<file path="src/cpu_params.svh">
`ifndef CPU_PARAMS_SVH
`define CPU_PARAMS_SVH

// data path and word address width
`define CPU_DATA_W 32

// general registers r0 to r7
`define CPU_NREGS 8
`define CPU_REG_W 3

// instruction field widths
`define CPU_OP_W 7
`define CPU_IMM_W 16

`endif

</file>
<file path="src/cpu_pkg.sv">
`include "cpu_params.svh"

package cpu_pkg;

    typedef logic [`CPU_DATA_W-1:0] word_t;
    typedef logic [`CPU_DATA_W-1:0] addr_t;
    typedef logic [`CPU_REG_W-1:0]  reg_idx_t;
    typedef logic [`CPU_IMM_W-1:0]  imm_t;

    // opcodes sit in bits 6 to 0 of the instruction word
    typedef enum logic [`CPU_OP_W-1:0] {
        OP_NOP = 7'd0,
        OP_ADD = 7'd1,
        OP_SUB = 7'd2,
        OP_AND = 7'd3,
        OP_OR  = 7'd4,
        OP_XOR = 7'd5,
        OP_LDI = 7'd6,
        OP_ST  = 7'd7,
        OP_LD  = 7'd8,
        OP_BZ  = 7'd9,
        OP_JMP = 7'd10
    } opcode_t;

    typedef enum logic [2:0] {
        ALU_PASS_B,
        ALU_ADD,
        ALU_SUB,
        ALU_AND,
        ALU_OR,
        ALU_XOR
    } alu_op_t;

    // one instruction per pass through the three states
    typedef enum logic [1:0] {
        FETCH,
        EXECUTE,
        WRITEBACK
    } cpu_state_t;

endpackage

</file>
<file path="src/cpu_decode.sv">
`timescale 1ns/1ps
`include "cpu_params.svh"

module cpu_decode (
    input  cpu_pkg::word_t    instr,
    output cpu_pkg::reg_idx_t ra,
    output cpu_pkg::reg_idx_t rb,
    output cpu_pkg::reg_idx_t rd,
    output cpu_pkg::imm_t     imm,
    output cpu_pkg::alu_op_t  alu_op,
    output logic              use_imm,
    output logic              reg_write,
    output logic              flag_write,
    output logic              mem_read,
    output logic              mem_write,
    output logic              branch,
    output logic              jump
);
    import cpu_pkg::*;

    opcode_t opcode;

    // fixed field positions
    assign opcode = opcode_t'(instr[`CPU_OP_W-1:0]);
    assign ra     = instr[9:7];
    assign rb     = instr[12:10];
    assign rd     = instr[15:13];
    assign imm    = instr[`CPU_DATA_W-1 -: `CPU_IMM_W];

    always_comb begin
        alu_op     = ALU_PASS_B;
        use_imm    = 1'b0;
        reg_write  = 1'b0;
        flag_write = 1'b0;
        mem_read   = 1'b0;
        mem_write  = 1'b0;
        branch     = 1'b0;
        jump       = 1'b0;
        case (opcode)
            OP_ADD, OP_SUB, OP_AND, OP_OR, OP_XOR: begin
                reg_write  = 1'b1;
                flag_write = 1'b1;
                case (opcode)
                    OP_ADD:  alu_op = ALU_ADD;
                    OP_SUB:  alu_op = ALU_SUB;
                    OP_AND:  alu_op = ALU_AND;
                    OP_OR:   alu_op = ALU_OR;
                    default: alu_op = ALU_XOR;
                endcase
            end
            OP_LDI: begin
                // imm passes straight through the alu
                use_imm    = 1'b1;
                reg_write  = 1'b1;
                flag_write = 1'b1;
            end
            OP_ST: begin
                mem_write = 1'b1;
            end
            OP_LD: begin
                mem_read  = 1'b1;
                reg_write = 1'b1;
            end
            OP_BZ: begin
                branch = 1'b1;
            end
            OP_JMP: begin
                jump = 1'b1;
            end
            // nop and unknown opcodes keep every control low
            default: begin
            end
        endcase
    end

endmodule

</file>
<file path="src/cpu_alu.sv">
`timescale 1ns/1ps

module cpu_alu (
    input  logic             clock,
    input  cpu_pkg::alu_op_t alu_op,
    input  cpu_pkg::word_t   operand_a,
    input  cpu_pkg::word_t   operand_b,
    input  cpu_pkg::imm_t    imm,
    input  logic             use_imm,
    output cpu_pkg::word_t   alu_result,
    output logic             alu_zero
);
    import cpu_pkg::*;

    word_t second_op;
    word_t result;

    // immediate is zero-extended
    assign second_op = use_imm ? word_t'(imm) : operand_b;

    always_comb begin
        case (alu_op)
            ALU_ADD: begin
                result = operand_a + second_op;
            end
            ALU_SUB: begin
                result = operand_a - second_op;
            end
            ALU_AND: begin
                result = operand_a & second_op;
            end
            ALU_OR: begin
                result = operand_a | second_op;
            end
            ALU_XOR: begin
                result = operand_a ^ second_op;
            end
            default: begin
                result = second_op;
            end
        endcase
    end

    // execute stage register
    // inputs do not change between execute and writeback, so the value holds
    always_ff @(posedge clock) begin
        alu_result <= result;
        alu_zero   <= (result == '0);
    end

endmodule

</file>
<file path="src/cpu_regfile.sv">
`timescale 1ns/1ps
`include "cpu_params.svh"

module cpu_regfile (
    input  logic              clock,
    input  logic              rst,
    input  cpu_pkg::reg_idx_t ra,
    input  cpu_pkg::reg_idx_t rb,
    input  cpu_pkg::reg_idx_t rd,
    input  logic              wb_en,
    input  logic              reg_write,
    input  logic              flag_write,
    input  logic              mem_read,
    input  cpu_pkg::word_t    alu_result,
    input  logic              alu_zero,
    input  cpu_pkg::word_t    load_data,
    output cpu_pkg::word_t    rd_a,
    output cpu_pkg::word_t    rd_b,
    output logic              flag_a
);
    import cpu_pkg::*;

    word_t                 regs [`CPU_NREGS];
    logic [`CPU_NREGS-1:0] flags;
    word_t                 wb_data;

    // result stage select picks the memory word for ld
    assign wb_data = mem_read ? load_data : alu_result;

    always_ff @(posedge clock) begin
        if (rst) begin
            for (int i = 0; i < `CPU_NREGS; i++) begin
                regs[i] <= '0;
            end
            flags <= '0;
        end else if (wb_en) begin
            if (reg_write) begin
                regs[rd] <= wb_data;
            end
            if (flag_write) begin
                flags[rd] <= alu_zero;
            end
        end
    end

    // asynchronous read ports
    assign rd_a   = regs[ra];
    assign rd_b   = regs[rb];
    assign flag_a = flags[ra];

endmodule

</file>
<file path="src/cpu_control.sv">
`timescale 1ns/1ps

module cpu_control (
    input  logic           clock,
    input  logic           rst,
    input  cpu_pkg::word_t data,
    input  logic           mem_write,
    input  logic           branch,
    input  logic           jump,
    input  logic           mem_read,
    input  logic           flag_a,
    input  cpu_pkg::imm_t  imm,
    input  cpu_pkg::word_t rd_a,
    input  cpu_pkg::word_t rd_b,
    output cpu_pkg::word_t instr,
    output logic           wb_en,
    output cpu_pkg::addr_t address,
    output cpu_pkg::word_t datao,
    output logic           rw
);
    import cpu_pkg::*;

    cpu_state_t state;
    addr_t      pc;
    addr_t      pc_next;
    logic       take_target;
    logic       mem_access;

    // jmp always, bz only when the flag of ra is set
    assign take_target = jump | (branch & flag_a);
    assign pc_next     = take_target ? addr_t'(imm) : pc + addr_t'(1);
    assign mem_access  = mem_read | mem_write;

    always_ff @(posedge clock) begin
        if (rst) begin
            state <= FETCH;
            pc    <= '0;
            instr <= '0;
        end else begin
            case (state)
                FETCH: begin
                    instr <= data;
                    state <= EXECUTE;
                end
                EXECUTE: begin
                    state <= WRITEBACK;
                end
                WRITEBACK: begin
                    pc    <= pc_next;
                    state <= FETCH;
                end
                default: begin
                    state <= FETCH;
                end
            endcase
        end
    end

    assign wb_en = (state == WRITEBACK);

    // writes only in writeback of st
    assign rw = wb_en & mem_write;

    // data address from rb for ld and st, else the instruction address
    assign address = (wb_en & mem_access) ? addr_t'(rd_b) : pc;

    assign datao = rw ? rd_a : '0;

endmodule

</file>
<file path="src/cpu.sv">
`timescale 1ns/1ps

module cpu (
    input  logic           clock,
    input  logic           rst,
    input  cpu_pkg::word_t data,
    output cpu_pkg::word_t datao,
    output cpu_pkg::addr_t address,
    output logic           rw
);
    import cpu_pkg::*;

    word_t    instr;
    reg_idx_t ra;
    reg_idx_t rb;
    reg_idx_t rd;
    imm_t     imm;
    alu_op_t  alu_op;
    logic     use_imm;
    logic     reg_write;
    logic     flag_write;
    logic     mem_read;
    logic     mem_write;
    logic     branch;
    logic     jump;
    word_t    rd_a;
    word_t    rd_b;
    logic     flag_a;
    word_t    alu_result;
    logic     alu_zero;
    logic     wb_en;

    cpu_decode u_decode (
        .instr      (instr),
        .ra         (ra),
        .rb         (rb),
        .rd         (rd),
        .imm        (imm),
        .alu_op     (alu_op),
        .use_imm    (use_imm),
        .reg_write  (reg_write),
        .flag_write (flag_write),
        .mem_read   (mem_read),
        .mem_write  (mem_write),
        .branch     (branch),
        .jump       (jump)
    );

    cpu_alu u_alu (
        .clock      (clock),
        .alu_op     (alu_op),
        .operand_a  (rd_a),
        .operand_b  (rd_b),
        .imm        (imm),
        .use_imm    (use_imm),
        .alu_result (alu_result),
        .alu_zero   (alu_zero)
    );

    // load data comes straight from the bus
    cpu_regfile u_regfile (
        .clock      (clock),
        .rst        (rst),
        .ra         (ra),
        .rb         (rb),
        .rd         (rd),
        .wb_en      (wb_en),
        .reg_write  (reg_write),
        .flag_write (flag_write),
        .mem_read   (mem_read),
        .alu_result (alu_result),
        .alu_zero   (alu_zero),
        .load_data  (data),
        .rd_a       (rd_a),
        .rd_b       (rd_b),
        .flag_a     (flag_a)
    );

    cpu_control u_control (
        .clock     (clock),
        .rst       (rst),
        .data      (data),
        .mem_write (mem_write),
        .branch    (branch),
        .jump      (jump),
        .mem_read  (mem_read),
        .flag_a    (flag_a),
        .imm       (imm),
        .rd_a      (rd_a),
        .rd_b      (rd_b),
        .instr     (instr),
        .wb_en     (wb_en),
        .address   (address),
        .datao     (datao),
        .rw        (rw)
    );

endmodule

</file>
<file path="config.mk">
export PLATFORM = sky130hd
export DESIGN_NAME = cpu
export DESIGN_NICKNAME = d
export VERILOG_FILES = /design/src/cpu_pkg.sv /design/src/cpu_decode.sv /design/src/cpu_alu.sv /design/src/cpu_regfile.sv /design/src/cpu_control.sv /design/src/cpu.sv
export VERILOG_INCLUDE_DIRS = /design/src
export SDC_FILE = /design/constraint.sdc
export NUM_CORES = 1
export LEC_CHECK = 0
export BUFFER_PORTS_ARGS = -buffer_cell sky130_fd_sc_hd__buf_2
export CAP_MARGIN = 30
export CORE_MARGIN = 2
export CORE_UTILIZATION = 57
export CTS_CLUSTER_SIZE = 10
export DETAILED_ROUTE_END_ITERATION = 8
export GPL_ROUTABILITY_DRIVEN = 0
export PLACE_DENSITY = 0.74
export SYNTH_ARGS = -nofsm -noshare
export SYNTH_HDL_FRONTEND = slang
export SYNTH_SLANG_ARGS = --single-unit
</file>
<file path="constraint.sdc">
create_clock -name clock -period 10.3 [get_ports clock]
set_input_delay 2.06 -clock clock [delete_from_list [all_inputs] [get_ports clock]]
set_output_delay 2.06 -clock clock [all_outputs]
set_load 0.01 [all_outputs]
</file>
==> flow_metrics.env, run 1 <==
export IMPL_status="finished clean"
export IMPL_crit_path_end_kind="flip-flop"
export IMPL_io_pins=99
export IMPL_yosysWarnings=0
export IMPL_pre_cts_slack_ps=3480
export IMPL_synthDistinctLibCells=77
export IMPL_die_area_um2=41200
export IMPL_finalCritPeriodShare_pct=67.4
export IMPL_coreArea_um2=38800
export IMPL_hpwlAfterDp_mm=49.8
export IMPL_ys_ff_latch=369
export IMPL_tightestPinTransition_ps=1070
export IMPL_setup_viol=0
export IMPL_reg2reg_depth=20
export IMPL_crit_arrival_ps=7450
export IMPL_hold_class="flip-flop to flip-flop"
export IMPL_cts_sinks=369
export IMPL_synth_ff_type="edfxtp_1"
export IMPL_clk_pin_slew_ps=60
export IMPL_first_pass_iters=6
export IMPL_grt_setup_unrepaired="no"
export IMPL_clock_skew_ps=22.5
export IMPL_numCtsBuffers=44
export IMPL_grt_max_degree=77
export IMPL_rows=72
export IMPL_path_class="flip-flop to flip-flop"
export IMPL_synth_edf_count=256
export IMPL_fp_dieW_um=203
export IMPL_cts_root_buf="clkbuf_16"
export IMPL_nets=2408
export IMPL_setup_ws_ps=3350
export IMPL_grt_pass1_wl_mm=111
export IMPL_synthArstFlopShare_pct=0
export IMPL_cts_resized=0
export IMPL_hold_ws_ps=452
export IMPL_crit_required_ps=10800
export IMPL_diodes=0
export IMPL_crit_slowest_cell="buf_4"
export IMPL_setup_tns_ps=0
export IMPL_cts_max_path_buffers=3
export IMPL_drive_gt1_share_pct=15.7
export IMPL_die_height_um=203
export IMPL_syn_avg_cell_area_um2=10.2
export IMPL_avgRoutedWirePerCell_um=26.4
export IMPL_cts_tree="done"
export IMPL_worstHoldPathCells=2
export IMPL_avgViaCountPerCell=6.72
export IMPL_clk_latency_ps=590
export IMPL_final_max_slew_viol_count=0
export IMPL_ir_drop_mv=0.130
export IMPL_cp_start_kind="flip-flop"
export IMPL_syn_to_final_growth_pct=10.6
export IMPL_power_density_nw_per_um2=177
export IMPL_grt_usage_pct=35.9
export IMPL_dp_cells=2745
export IMPL_final_cells=2807
export IMPL_cp_slowest_stage_delay_ps=780
export IMPL_hold_viol_final=0
export IMPL_p_leak_nw=9.86
export IMPL_ys_seq_area_share_pct=44.1
export IMPL_initial_utilization_pct=58.1
export IMPL_htree_levels=2
export IMPL_antenna_found_initial=1
export IMPL_cp_max_fo=51
export IMPL_grt_pass1_vias=18200
export IMPL_cp_cell_sequence="buf_4 -> mux2_2 -> or3b_2 -> o2111ai_1 -> a31oi_1 -> nor3b_1 -> nor2b_1 -> a31oi_1 -> xnor2_1 -> ha_1 -> nand2_1 -> o21ai_0 -> o211ai_1 -> a32oi_1 -> xnor2_1 -> o22ai_1 -> or3_1 -> nor4_1 -> nand4b_1 -> nor4_2"
export IMPL_cts_hold_buf=0
export IMPL_fillCellCount=3012
export IMPL_grt_overflow=0
export IMPL_synth_cells=2218
export IMPL_finalCriticalPeriod_ps=6950
export IMPL_via_count=18900
export IMPL_ant_nets=0
export IMPL_max_slew_margin_pct=26.9
export IMPL_max_cap_violations=0
export IMPL_netlist_area_um2=22600
export IMPL_fmax_mhz=144
export IMPL_wirelength_mm=74.2
export IMPL_drcViolationCount=0
export IMPL_post_cts_setup_buffers=0
export IMPL_drt_first_iter_violations=3157
export IMPL_io_buffers=98
export IMPL_syn_num_nets=2351
cell usage in the layout (no fill, tap or decap), drive strengths merged, types with 14 or more instances in the layout:
master  Yosys  routed
mux2i     143     143
dfxtp     113     113
a22oi      23      23
nand3      45      45
nor3       23      23
and3       30      30
a31oi      15      15
nor2      438     438
nand2b     14      14
clkbuf    104      54
o21ai      82      82
edfxtp    256     256
inv        79      81
nor4       14      14
a21oi     139     139
nand2     191     191
ha         98      98
a21o       15      15
buf        37     152
mux4      106     106
xor2       19      19
xnor2      45      45
power by group:
group / switching (mW) / leakage (nW) / total, mW / internal, mW
Clock: 0.607 / 0.608 / 1.43 / 0.820
Sequential: 0.0680 / 3.58 / 1.74 / 1.67
Combinational: 0.803 / 5.68 / 1.24 / 0.438
Total: 1.48 / 9.86 / 4.41 / 2.93
sequential cells by signal, summed over array words and instances, names as in the netlist, named ones only:
name and flops:
u_alu.alu_zero 1, u_regfile.regs 256, u_control.instr 32, u_alu.alu_result 32, u_control.pc 32, u_regfile.flags 8
u_control.state 2
metrics by stage:
| step | util [%] | power (mW) | area, µm² |
|---|---|---|---|
| floorplan | - | 2.58 | 22600 |
| global placement | 60.6 | 2.91 | 23500 |
| detailed placement | 61.0 | 2.94 | 23700 |
| CTS | 64.2 | 4.36 | 24900 |
| global route | 64.3 | 4.56 | 25000 |
| finish | 64.3 | 4.41 | 25000 |
cell type report:
cell class / count / area [µm²] / area share [%]
tap: 518 / 648 / 2.60
multi-input combinational: 1629 / 11800 / 47.3
clock buffer: 54 / 1170 / 4.69
sequential: 369 / 9970 / 39.9
timing repair buffer: 152 / 993 / 3.98
clock inverter: 6 / 86.3 / 0.346
inverter: 79 / 297 / 1.19
routing by layer:
layer	part of all wire (%)	global-route usage, %	up-vias	wire [µm]
met2	44	54.3	1437	32800
li1	-	-	8189	-
met1	37	47.6	8974	27200
met3	14	10.2	257	10400
met4	5.0	17.8	2	3700
met5	0.018	0	-	13
synth_stat cells, types with 11 or more instances:
| master | number | share of area [%] |
|---|---|---|
| xnor2_1 | 45 | 1.7 |
| a22oi_1 | 23 | 0.77 |
| nor4_1 | 12 | 0.33 |
| nor3_1 | 23 | 0.51 |
| and2_1 | 11 | 0.30 |
| buf_1 | 16 | 0.27 |
| nor3b_1 | 12 | 0.40 |
| nand2_1 | 191 | 3.2 |
| nand4_1 | 12 | 0.33 |
| ha_1 | 98 | 5.4 |
| a21oi_1 | 139 | 3.1 |
| a21o_1 | 15 | 0.50 |
| mux2i_1 | 143 | 6.3 |
| buf_2 | 19 | 0.42 |
| nand2b_1 | 14 | 0.39 |
| xor2_1 | 19 | 0.74 |
| nor2_1 | 436 | 7.3 |
| edfxtp_1 | 256 | 34 |
| dfxtp_1 | 113 | 10 |
| a221oi_1 | 11 | 0.43 |
| and3_1 | 30 | 0.83 |
| nand3_1 | 45 | 1.0 |
| a31oi_1 | 15 | 0.42 |
| clkbuf_1 | 104 | 1.7 |
| mux4_2 | 102 | 10 |
| o21ai_0 | 80 | 1.8 |
| inv_1 | 78 | 1.3 |
kinds of logic (layout without fill, tap and decap cells):
group | after synthesis | after routing | synth area share [%]
simple gates | 833 | 833 | 16.1
compound gates | 374 | 374 | 10.5
flops | 369 | 369 | 44.1
mux | 259 | 259 | 17.5
buf+inv | 220 | 291 | 3.83
fa+ha+maj | 99 | 99 | 5.52
xor+xnor | 64 | 64 | 2.48
critical path: cells and delay by family (launching register included):
kind / cells / cell delay [ps]
AND/OR/NAND/NOR: 8 / 2560
multiplexers: 1 / 430
XOR/XNOR: 2 / 350
AO/OA/AOI/OAI: 7 / 1620
buffers and inverters: 1 / 780
flip-flops: 1 / 620
adder cells (fa/ha/maj): 1 / 420
worst paths after layout:
path | to | startpoint | slack [ps]
max | u_alu.alu_zero | flip-flop | 3350
min | u_regfile.flags[0] | u_regfile.flags[0] | 450
max reg2reg | u_alu.alu_zero | flip-flop | 3350
min reg2reg | u_regfile.flags[0] | u_regfile.flags[0] | 450
Power figures use the tool's default switching activity.
==> inputs of run 2 (changes only) <==
- clock period: 10.3 -> 7.05 ns (I/O delays scaled with it)
==> run 2 against run 1 <==
  * Final cell count up 0.75%
  * Clock power rose by 51%
  * Setup slack got worse by 2800 ps
  * Count of clock-buffer cells in the layout rose by 12
  * Fmax up 6.2%
  * Register-to-register slack got worse by 2800 ps
  * Worst hold slack gained 1.8 ps
  * First-iteration DRC count grew 8.3%
  * Critical path depth grew 1
  * Utilization grew 0.30 points
  * Via count grew 2.2%
==> flow_metrics.env, run 2 (synthesis results as in run 1) <==
export IMPL_status="finished clean"
export IMPL_die_height_um=203
export IMPL_clock_skew_ps=24.2
export IMPL_drt_first_iter_violations=3419
export IMPL_setup_viol=0
export IMPL_power_total_mw=6.53
export IMPL_worstHoldPathCells=2
export IMPL_use_met2_pct=54.8
export IMPL_fp_dieW_um=203
export IMPL_cts_sinks=369
export IMPL_avgViaCountPerCell=6.82
export IMPL_crit_required_ps=7550
export IMPL_hold_ws_ps=454
export IMPL_cp_max_fo=41
export IMPL_grt_max_degree=76
export IMPL_finalCriticalPeriod_ps=6540
export IMPL_multi_input_area_um2=11800
export IMPL_final_max_slew_viol_count=0
export IMPL_clk_pin_slew_ps=60
export IMPL_io_pins=99
export IMPL_grt_overflow=0
export IMPL_via_count=19300
export IMPL_dp_cells=2753
export IMPL_cts_hold_buf=0
export IMPL_antenna_found_initial=2
export IMPL_numCtsBuffers=44
export IMPL_hold_viol_final=0
export IMPL_power_density_nw_per_um2=260
export IMPL_rows=72
export IMPL_cpLargestDelayFamily="simple AND/OR/NAND/NOR gates"
export IMPL_regArea_um2=9970
export IMPL_grt_setup_unrepaired="no"
export IMPL_nets=2416
export IMPL_cp_slowest_stage_delay_ps=760
export IMPL_io_buffers=98
export IMPL_initial_utilization_pct=58.1
export IMPL_fillCellCount=3035
export IMPL_fmax_mhz=153
export IMPL_finalCritPeriodShare_pct=92.8
export IMPL_cts_resized=0
export IMPL_reg2reg_depth=21
export IMPL_grt_busiest_layer="met2"
export IMPL_clk_latency_ps=600
export IMPL_ant_nets=0
export IMPL_regMostFlops="u_regfile.regs"
export IMPL_die_area_um2=41200
export IMPL_finish_utilization_pct=64.6
export IMPL_setup_tns_ps=0
export IMPL_grt_usage_pct=36.2
export IMPL_ir_drop_mv=0.176
export IMPL_cp_depth=21
export IMPL_finalInstanceArea_um2=25100
export IMPL_cts_root_buf="clkbuf_16"
export IMPL_grt_pass1_vias=18500
export IMPL_post_cts_setup_buffers=0
export IMPL_largest_reg_flops=256
export IMPL_layout_common_cells="nor2_1 (434), edfxtp_1 (256), nand2_1 (191)"
export IMPL_crit_arrival_ps=7040
export IMPL_htree_levels=2
export IMPL_drcViolationCount=0
export IMPL_max_slew_margin_pct=25.6
export IMPL_met3_usage_pct=9.50
export IMPL_cp_start_kind="flip-flop"
export IMPL_crit_path_end_kind="flip-flop"
export IMPL_first_pass_iters=7
export IMPL_setup_ws_ps=511
export IMPL_avgRoutedWirePerCell_um=26.5
export IMPL_syn_to_final_growth_pct=11.1
export IMPL_grt_pass1_wl_mm=111
export IMPL_p_leak_nw=9.93
export IMPL_cts_max_path_buffers=3
export IMPL_cts_tree="done"
export IMPL_pre_cts_slack_ps=745
export IMPL_drive_gt1_share_pct=16.0
export IMPL_cp_cell_sequence="buf_4 -> mux4_2 -> mux2i_1 -> mux2i_1 -> nor4_1 -> and2_1 -> and2_1 -> nand2_1 -> nand2_1 -> xnor2_1 -> ha_1 -> a21oi_1 -> nand2_1 -> nor4_1 -> nand3_1 -> a31oi_1 -> xor2_1 -> o21ai_0 -> nor4_1 -> nand4b_1 -> nor4_2"
export IMPL_coreArea_um2=38800
export IMPL_wirelength_mm=74.9
export IMPL_hold_class="flip-flop to flip-flop"
export IMPL_place_area_um2=23700
export IMPL_final_cells=2828
export IMPL_path_class="flip-flop to flip-flop"
export IMPL_final_common_cell="nor2_1"
export IMPL_hpwlAfterDp_mm=51.5
export IMPL_max_cap_violations=0
export IMPL_grtUsageMet1_pct=48.3
export IMPL_tightestPinTransition_ps=1090
export IMPL_crit_slowest_cell="dfxtp_4"
export IMPL_cp_num_buf_inv=1
run 2: cell types whose count changed in the layout (fill, tap and decap cells not counted), sizes merged:
cell,previous run,this run
diode,0,1
clkinv,2,3
buf,152,159
clkinvlp,1,0
clkbuf,54,67
run 2: path summary, 6_finish.rpt:
path                                          from                  to  slack (ps)
worst max-delay path                     flip-flop      u_alu.alu_zero         510
worst min-delay path            u_regfile.flags[2]  u_regfile.flags[2]         450
worst max register to register           flip-flop      u_alu.alu_zero         510
worst min register to register  u_regfile.flags[2]  u_regfile.flags[2]         450
run 2: worst min-delay path, stage by stage, from the launching register on:
cell	delay [ps]
dfxtp_1	300
nand2_1	50
a21oi_1	50
run 2: layer usage:
layer  up-vias  wire length (µm)
met4         4              4110
li1       8208                 -
met3       297             10300
met2      1453             33300
met5         -                18
met1      9316             27100
run 2: layout make-up:
| type | count | area share [%] |
|---|---|---|
| Inverter | 79 | 1.18 |
| Tap cell | 518 | 2.58 |
| Sequential cell | 369 | 39.7 |
| Clock buffer | 66 | 4.92 |
| Antenna cell | 1 | 0.00998 |
| Multi-Input combinational cell | 1629 | 47.1 |
| Timing Repair Buffer | 160 | 4.16 |
| Clock inverter | 6 | 0.334 |
run 2: power breakdown:
part           switching [mW]  internal, mW  leakage [nW]  total [mW]
Combinational            1.17         0.643          5.72        1.82
Clock                   0.912          1.24         0.640        2.16
Sequential              0.116          2.44          3.58        2.56
